--- src/design/ntm_tensor_config.svh ---
/*
 * Tensor engine configuration
 * Word width, dimension limit and loader buffering
 */

`ifndef NTM_TENSOR_CONFIG_SVH
`define NTM_TENSOR_CONFIG_SVH

//////////////////////////////
// Datapath
//////////////////////////////

// Operand, product and accumulator width
`define NTM_DATA_W 16

//////////////////////////////
// Geometry
//////////////////////////////

// Largest I, J or K
`define NTM_DIM_MAX 4

// Loader FIFO entries, power of two
`define NTM_FIFO_DEPTH 4

`endif

--- src/design/ntm_tensor_pkg.sv ---
/*
 * Tensor engine types
 * Word, index, size and address vectors plus the engine FSM states
 */

`include "ntm_tensor_config.svh"

package ntm_tensor_pkg;

  // One operand, product or sum
  typedef logic [`NTM_DATA_W-1:0] tensor_data_t;

  // Row or column index, 0 to DIM_MAX-1
  typedef logic [$clog2(`NTM_DIM_MAX)-1:0] tensor_index_t;

  // Dimension size, 1 to DIM_MAX
  typedef logic [$clog2(`NTM_DIM_MAX):0] tensor_size_t;

  // Bank, operand (0 = A, 1 = B), row, column
  typedef logic [2*$clog2(`NTM_DIM_MAX)+1:0] mem_addr_t;

  // Product engine FSM
  typedef enum logic [2:0] {
    IDLE,
    READ_A,
    READ_B,
    ACCUMULATE,
    EMIT,
    DONE
  } product_state_t;

endpackage

--- src/design/ntm_mem_if.sv ---
/*
 * Tensor memory port
 * One request and its response between a requester and a responder
 */

`timescale 1ns/1ps

interface ntm_mem_if import ntm_tensor_pkg::*; ();

  // Request side
  logic         req;
  logic         we;
  mem_addr_t    addr;
  tensor_data_t wdata;

  // Response side
  logic         gnt;
  tensor_data_t rdata;

  // Holds req and fields until gnt, read data one cycle after gnt
  modport requester (
    output req, we, addr, wdata,
    input  gnt, rdata
  );

  modport responder (
    input  req, we, addr, wdata,
    output gnt, rdata
  );

endinterface

--- src/design/ntm_mem_arbiter.sv ---
/*
 * Memory port arbiter
 * Round-robin between operand loader and product engine
 */

`timescale 1ns/1ps

module ntm_mem_arbiter import ntm_tensor_pkg::*; (
  input logic          CLK,
  input logic          RST,
  ntm_mem_if.responder load_port,
  ntm_mem_if.responder product_port,
  ntm_mem_if.requester mem_port
);

  // High when the engine won the last granted access
  logic last_product;
  logic pick_load;
  logic pick_product;

  //////////////////////////////
  // Winner selection
  //////////////////////////////

  // On a tie the peer that lost last time goes first
  assign pick_load    = load_port.req && (!product_port.req || last_product);
  assign pick_product = product_port.req && !pick_load;

  always_ff @(posedge CLK or posedge RST) begin
    if (RST) begin
      last_product <= 1'b0;
    end else if (mem_port.gnt) begin
      // Only a real grant moves the turn
      last_product <= pick_product;
    end
  end

  //////////////////////////////
  // Request forwarding
  //////////////////////////////

  assign mem_port.req = load_port.req || product_port.req;

  always_comb begin
    if (pick_load) begin
      mem_port.we    = load_port.we;
      mem_port.addr  = load_port.addr;
      mem_port.wdata = load_port.wdata;
    end else begin
      mem_port.we    = product_port.we;
      mem_port.addr  = product_port.addr;
      mem_port.wdata = product_port.wdata;
    end
  end

  // Grant back to the winner only
  assign load_port.gnt    = pick_load && mem_port.gnt;
  assign product_port.gnt = pick_product && mem_port.gnt;

  // Engine is the only reader
  assign product_port.rdata = mem_port.rdata;
  assign load_port.rdata    = '0;

endmodule

--- src/design/ntm_tensor_loader.sv ---
/*
 * Operand loader
 * Buffers host load strobes in a small FIFO and writes them to memory
 */

`timescale 1ns/1ps

`include "ntm_tensor_config.svh"

module ntm_tensor_loader import ntm_tensor_pkg::*; (
  input  logic          CLK,
  input  logic          RST,
  input  logic          LOAD_VALID,
  input  logic          LOAD_BANK,
  input  logic          LOAD_OPERAND,
  input  tensor_index_t LOAD_ROW,
  input  tensor_index_t LOAD_COL,
  input  tensor_data_t  LOAD_DATA,
  output logic          LOAD_FULL,
  ntm_mem_if.requester  mem
);

  // FIFO storage, address and data kept side by side
  mem_addr_t    addr_fifo [`NTM_FIFO_DEPTH];
  tensor_data_t data_fifo [`NTM_FIFO_DEPTH];

  // Pointers wrap on their own, depth is a power of two
  logic [$clog2(`NTM_FIFO_DEPTH)-1:0] wr_ptr;
  logic [$clog2(`NTM_FIFO_DEPTH)-1:0] rd_ptr;
  logic [$clog2(`NTM_FIFO_DEPTH):0]   count;

  logic      push;
  logic      pop;
  mem_addr_t load_addr;

  // Bank, operand, row, column
  assign load_addr = {LOAD_BANK, LOAD_OPERAND, LOAD_ROW, LOAD_COL};

  assign LOAD_FULL = (count == `NTM_FIFO_DEPTH);
  assign push      = LOAD_VALID && !LOAD_FULL;
  assign pop       = mem.req && mem.gnt;

  //////////////////////////////
  // Memory side
  //////////////////////////////

  // Head stays on the port until granted
  assign mem.req   = (count != 0);
  assign mem.we    = 1'b1;
  assign mem.addr  = addr_fifo[rd_ptr];
  assign mem.wdata = data_fifo[rd_ptr];

  // Entry payload
  always_ff @(posedge CLK) begin
    if (push) begin
      addr_fifo[wr_ptr] <= load_addr;
      data_fifo[wr_ptr] <= LOAD_DATA;
    end
  end

  // Pointers and fill level
  always_ff @(posedge CLK or posedge RST) begin
    if (RST) begin
      wr_ptr <= '0;
      rd_ptr <= '0;
      count  <= '0;
    end else begin
      if (push) wr_ptr <= wr_ptr + 1'b1;
      if (pop)  rd_ptr <= rd_ptr + 1'b1;
      case ({push, pop})
        2'b10:   count <= count + 1'b1;
        2'b01:   count <= count - 1'b1;
        default: count <= count;
      endcase
    end
  end

endmodule

--- src/design/ntm_tensor_memory.sv ---
/*
 * Tensor memory
 * Single-port 64-word store, both banks, registered read data
 */

`timescale 1ns/1ps

module ntm_tensor_memory import ntm_tensor_pkg::*; (
  input logic      CLK,
  input logic      RST,
  ntm_mem_if.responder mem
);

  // Whole address space, two banks of A and B
  tensor_data_t store [2**$bits(mem_addr_t)];
  tensor_data_t rdata_q;

  // Port never stalls, every request is served at once
  assign mem.gnt   = mem.req;
  assign mem.rdata = rdata_q;

  // Write side
  always_ff @(posedge CLK) begin
    if (mem.req && mem.we) begin
      store[mem.addr] <= mem.wdata;
    end
  end

  // Read word lands the cycle after the grant
  always_ff @(posedge CLK or posedge RST) begin
    if (RST) begin
      rdata_q <= '0;
    end else if (mem.req && !mem.we) begin
      rdata_q <= store[mem.addr];
    end
  end

endmodule

--- src/design/ntm_tensor_product.sv ---
/*
 * Tensor product engine
 * Fetches A[i][k] and B[k][j] over the shared port, accumulates the
 * wrapped products and streams C[i][j] out in row-major order
 */

`timescale 1ns/1ps

module ntm_tensor_product import ntm_tensor_pkg::*; (
  input  logic         CLK,
  input  logic         RST,
  input  logic         START,
  input  logic         BANK,
  input  tensor_size_t SIZE_I,
  input  tensor_size_t SIZE_J,
  input  tensor_size_t SIZE_K,
  output logic         READY,
  output logic         DATA_OUT_ENABLE,
  output tensor_data_t DATA_OUT,
  ntm_mem_if.requester mem
);

  //////////////////////////////
  // State
  //////////////////////////////

  product_state_t state;

  // A word granted last cycle, due on rdata now
  logic data_due;

  tensor_index_t i_q;
  tensor_index_t j_q;
  tensor_index_t k_q;

  // Job setup, sampled on START
  logic         bank_q;
  tensor_size_t size_i_q;
  tensor_size_t size_j_q;
  tensor_size_t size_k_q;

  tensor_data_t a_q;
  tensor_data_t acc;

  tensor_data_t product;
  tensor_data_t sum;
  logic         last_i;
  logic         last_j;
  logic         last_k;

  // End of each loop
  assign last_i = ({1'b0, i_q} == size_i_q - 1'b1);
  assign last_j = ({1'b0, j_q} == size_j_q - 1'b1);
  assign last_k = ({1'b0, k_q} == size_k_q - 1'b1);

  // B word is used straight off rdata, mod 2^16 both steps
  assign product = tensor_data_t'(a_q * mem.rdata);
  assign sum     = acc + product;

  //////////////////////////////
  // Memory requests
  //////////////////////////////

  // A is I x K, B is K x J
  assign mem.req = ((state == READ_A) && !data_due) || (state == READ_B);
  assign mem.we    = 1'b0;
  assign mem.wdata = '0;
  assign mem.addr  = (state == READ_B) ? {bank_q, 1'b1, k_q, j_q}
                                       : {bank_q, 1'b0, i_q, k_q};

  // Outputs decode straight from the FSM
  assign DATA_OUT_ENABLE = (state == EMIT);
  assign DATA_OUT        = acc;
  assign READY           = (state == DONE);

  //////////////////////////////
  // Control path
  //////////////////////////////

  always_ff @(posedge CLK or posedge RST) begin
    if (RST) begin
      state    <= IDLE;
      data_due <= 1'b0;
      i_q      <= '0;
      j_q      <= '0;
      k_q      <= '0;
      acc      <= '0;
    end else begin
      case (state)
        IDLE: begin
          // START only counts here
          if (START) begin
            i_q   <= '0;
            j_q   <= '0;
            k_q   <= '0;
            acc   <= '0;
            state <= READ_A;
          end
        end

        READ_A: begin
          // Grant A, then latch A
          if (data_due) begin
            data_due <= 1'b0;
            state    <= READ_B;
          end else if (mem.gnt) begin
            data_due <= 1'b1;
          end
        end

        READ_B: begin
          // Grant B
          if (mem.gnt) state <= ACCUMULATE;
        end

        ACCUMULATE: begin
          // Latch B and fold in A*B
          acc <= sum;
          if (last_k) begin
            state <= EMIT;
          end else begin
            k_q   <= k_q + 1'b1;
            state <= READ_A;
          end
        end

        EMIT: begin
          // Sum on DATA_OUT this cycle, next element is row-major
          acc <= '0;
          k_q <= '0;
          if (last_j) begin
            j_q <= '0;
            if (last_i) begin
              state <= DONE;
            end else begin
              i_q   <= i_q + 1'b1;
              state <= READ_A;
            end
          end else begin
            j_q   <= j_q + 1'b1;
            state <= READ_A;
          end
        end

        DONE: begin
          state <= IDLE;
        end

        default: begin
          state <= IDLE;
        end
      endcase
    end
  end

  //////////////////////////////
  // Data path registers
  //////////////////////////////

  always_ff @(posedge CLK) begin
    if ((state == IDLE) && START) begin
      bank_q   <= BANK;
      size_i_q <= SIZE_I;
      size_j_q <= SIZE_J;
      size_k_q <= SIZE_K;
    end
    // A word captured one cycle after its grant
    if ((state == READ_A) && data_due) begin
      a_q <= mem.rdata;
    end
  end

endmodule

--- src/design/ntm_tensor_top.sv ---
/*
 * Tensor contraction engine top
 * Host loader and product engine sharing one tensor memory port
 */

`timescale 1ns/1ps

module ntm_tensor_top import ntm_tensor_pkg::*; (
  input  logic          CLK,
  input  logic          RST,

  // Product control
  input  logic          START,
  input  logic          BANK,
  input  tensor_size_t  SIZE_I,
  input  tensor_size_t  SIZE_J,
  input  tensor_size_t  SIZE_K,
  output logic          READY,

  // Result stream
  output logic          DATA_OUT_ENABLE,
  output tensor_data_t  DATA_OUT,

  // Host operand load
  input  logic          LOAD_VALID,
  input  logic          LOAD_BANK,
  input  logic          LOAD_OPERAND,
  input  tensor_index_t LOAD_ROW,
  input  tensor_index_t LOAD_COL,
  input  tensor_data_t  LOAD_DATA,
  output logic          LOAD_FULL
);

  // Loader to arbiter, engine to arbiter, arbiter to memory
  ntm_mem_if load_bus ();
  ntm_mem_if product_bus ();
  ntm_mem_if memory_bus ();

  // Writer side of the shared port
  ntm_tensor_loader i_loader (
    .CLK          (CLK),
    .RST          (RST),
    .LOAD_VALID   (LOAD_VALID),
    .LOAD_BANK    (LOAD_BANK),
    .LOAD_OPERAND (LOAD_OPERAND),
    .LOAD_ROW     (LOAD_ROW),
    .LOAD_COL     (LOAD_COL),
    .LOAD_DATA    (LOAD_DATA),
    .LOAD_FULL    (LOAD_FULL),
    .mem          (load_bus.requester)
  );

  // Reader side
  ntm_tensor_product i_product (
    .CLK             (CLK),
    .RST             (RST),
    .START           (START),
    .BANK            (BANK),
    .SIZE_I          (SIZE_I),
    .SIZE_J          (SIZE_J),
    .SIZE_K          (SIZE_K),
    .READY           (READY),
    .DATA_OUT_ENABLE (DATA_OUT_ENABLE),
    .DATA_OUT        (DATA_OUT),
    .mem             (product_bus.requester)
  );

  ntm_mem_arbiter i_arbiter (
    .CLK          (CLK),
    .RST          (RST),
    .load_port    (load_bus.responder),
    .product_port (product_bus.responder),
    .mem_port     (memory_bus.requester)
  );

  ntm_tensor_memory i_memory (
    .CLK (CLK),
    .RST (RST),
    .mem (memory_bus.responder)
  );

endmodule

--- config.mk ---
export PLATFORM = sky130hd
export DESIGN_NAME = ntm_tensor_top
export DESIGN_NICKNAME = d
export VERILOG_FILES = /design/src/design/ntm_tensor_pkg.sv /design/src/design/ntm_mem_if.sv /design/src/design/ntm_mem_arbiter.sv /design/src/design/ntm_tensor_loader.sv /design/src/design/ntm_tensor_memory.sv /design/src/design/ntm_tensor_product.sv /design/src/design/ntm_tensor_top.sv
export VERILOG_INCLUDE_DIRS = /design/src /design/src/design
export SDC_FILE = /design/constraint.sdc
export NUM_CORES = 1
export LEC_CHECK = 0
export ABC_CLOCK_PERIOD_IN_PS = 8400
export BUFFER_PORTS_ARGS = -buffer_cell sky130_fd_sc_hd__buf_4
export CAP_MARGIN = 10
export CORE_ASPECT_RATIO = 1.1
export CORE_UTILIZATION = 55
export CTS_CLUSTER_SIZE = 16
export DETAILED_ROUTE_END_ITERATION = 7
export GPL_ROUTABILITY_DRIVEN = 0
export PLACE_DENSITY = 0.71
export SKIP_CTS_REPAIR_TIMING = 1
export SLEW_MARGIN = 10
export SYNTH_ARGS = -nofsm -noshare
export SYNTH_HDL_FRONTEND = slang
export SYNTH_SLANG_ARGS = --single-unit
--- constraint.sdc ---
create_clock -name CLK -period 8.4 [get_ports CLK]
set_clock_uncertainty 0.05 [all_clocks]
set_input_delay 1.26 -clock CLK [delete_from_list [all_inputs] [get_ports CLK]]
set_output_delay 1.26 -clock CLK [all_outputs]
set_load 0.02 [all_outputs]
==> impl_metrics.ini <==
[status]
run_status = completed

[timing]
rsz0062_at_grt = false
setup_viol = 0
final-hold-violation-count = 0
fin_crit_sh = 0.700
worst_slew_pin_slew_ps = 1270
fin_hold_ws_ps = 468
finalCriticalPeriod_ps = 5880
slew_headroom = 0.146
fmax_mhz = 170
slew_violations = 0
tns_ps = 0

[synth]
synth.area.top_cells = edfxtp_1 71%, a22oi_1 6.2%, fa_1 3.9%
synthFlopType = edfxtp_1
yosysWarnings = 0
ys_top_cells_by_count = 1138 x edfxtp_1, 400 x a22oi_1, 175 x inv_1, 118 x nand2_1, 95 x fa_1
syn_inst = 2910
ys_ff_latch = 1188
yosys.area.top_type = edfxtp_1
yosysSeqAreaShare = 0.733
yosysMostFrequentCell = edfxtp_1
syn_area_sq_um = 48400
async_reset_ff_frac = 0.0421
yosys.area.top_type_share = 0.707
syn_nets = 3101
ys_types = 58
synth_edf_count = 1138
synth_area_per_cell_sq_um = 16.6

[setup_path]
arrival_ps = 6360
cp_slowest_cell = nor4_1
crit_family = simple AND/OR/NAND/NOR gates
cp-end-kind = flop
crit_path_max_fanout = 113
critical_path_buf_inv_count = 2
crit_required_ps = 8890
cpMostUsedCell = a31oi_1
path_class = flop to flop
crit_chain = nor3b_2, a211o_1, inv_2, nand3_1, o41ai_2, buf_12, a222oi_1, a31oi_1, nor4_1, a31oi_1
max_stage_delay_ps = 1090
start_kind = flop

[final_layout]
fill_cells = 5992
syn2layout_area_growth_pct = 12.2
final_nets = 3212
multi_input_area_sq_um = 11800
area.sequential_sq_um = 35400
final_area_sq_um = 54300
drive_gt1_frac = 0.136

[cts]
worstSkewPairLatency_ps = 720
root_buffer = clkbuf_16
clock_sinks = 1188
cts_tree = yes
h-tree-depth = 3
cts_made_buffers = 112
clk_pin_slew_ps = 60
cts_buffer_depth = 3

[die]
die-area_sq_um = 89100
core_region_area_sq_um = 86700
die_w_um = 285
num_rows = 113
start_util = 0.558
die_h_um = 313
io_pins = 55

[min_path]
hold_class = flop to flop

[global_route]
busiest_layer = met2
use_met3 = 0.0523
grt_pass1_wl_um = 188000
grt_use_met1 = 0.387
use_met2 = 0.464
grt_max_degree = 114
grt_pass1_vias = 28000
overflow = 0
antenna_found_initial = 5
grt_usage = 0.290

[route]
ant_nets = 0
detailedRoute.firstPassIterationCount = 6
vias_per_cell = 6.60
wl_um = 129000
drc = 0
drt_iter0_drc = 3770
wire_per_inst_um = 30.2
vias = 28200

[placement]
hpwl_um = 73000
place_area_sq_um = 50600
portBuffers = 54

[job]
maxCapViolations = 0
## final timing paths
path / to / startpoint / cells past startpoint / slack (ps)
min reg2reg: i_product.DATA_OUT[11] / i_product.DATA_OUT[11] / 2 / 470
min: i_product.DATA_OUT[11] / i_product.DATA_OUT[11] / 2 / 470
min in group asynchronous: i_product.DATA_OUT[15] / RST / 3 / 700
max reg2reg: i_memory.mem.rdata[3] / i_product.state[0] / 10 / 2520
max: i_memory.mem.rdata[3] / i_product.state[0] / 10 / 2520
max in group asynchronous: i_memory.mem.rdata[5] / RST / 3 / 7010
## cells in the final DEF, fill, tap and decap left out, types with 61 or more instances in the layout
cell	Yosys	final
a22oi_1	400	400
and2_1	80	64
nor2_1	93	93
a31oi_1	61	61
buf_4	1	156
inv_1	175	174
a41oi_1	71	71
fa_1	95	95
edfxtp_1	1138	1138
nand2_1	118	118
clkbuf_16	0	114
## stage by stage
stage	utilization	cells	setup slack (ps)
6_report	0.626	4270	2520
5_1_grt	0.626	4268	2530
4_1_cts	0.626	4268	2680
3_5_place_dp	0.584	4057	2700
3_3_place_gp	0.584	4056	2390
2_1_floorplan	-	2910	3260
## worst reg2reg max path, cell delays in order (launching register included)
cell and delay [ps]:
dfrtp_1 550, nor3b_2 470, a211o_1 620, inv_2 510, nand3_1 930, o41ai_2 270, buf_12 380, a222oi_1 440
a31oi_1 230, nor4_1 1090, a31oi_1 190
## state kept, by name (all words and copies together), names as in the netlist
register,flops
i_product.bank_q,1
i_arbiter.last_product,1
i_product.state,3
i_product.i_q,2
i_loader.rd_ptr,2
i_memory.store,1024
i_product.size_k_q,3
i_loader.wr_ptr,2
i_product.j_q,2
i_loader.count,3
i_loader.addr_fifo,24
i_product.DATA_OUT,16
i_product.size_j_q,3
i_product.a_q,16
i_memory.mem.rdata,16
i_product.data_due,1
i_product.k_q,2
i_loader.data_fifo,64
i_product.size_i_q,3
## routing by layer
metal,vias up,wire length (um)
met5,-,11
met4,2,6260
met3,322,13800
met2,1819,61500
met1,14300,47300
li1,11700,-
## kinds of logic (layout without fill, tap and decap cells)
group | after synthesis | in the layout | share of synthesized area
buf+inv | 342 | 550 | 0.0281
other cells | 0 | 2 | 0
flops | 1188 | 1188 | 0.733
compound gates | 674 | 674 | 0.106
mux | 111 | 111 | 0.0297
simple gates | 383 | 383 | 0.0384
fa+ha+maj | 155 | 155 | 0.0548
xor+xnor | 57 | 57 | 0.0103
## area by class of cell
type / count / share of cell area
multi-input combinational: 1380 / 0.217
inverter: 176 / 0.0122
clock buffer: 147 / 0.0558
tap: 1150 / 0.0265
timing repair buffer: 163 / 0.0242
sequential: 1188 / 0.653
clock inverter: 64 / 0.0119
antenna: 2 / 0.0000922
Power is left out: the tool's default activity adds up to more than one toggle a clock period on the data nets, which glitch-free logic cannot reach.
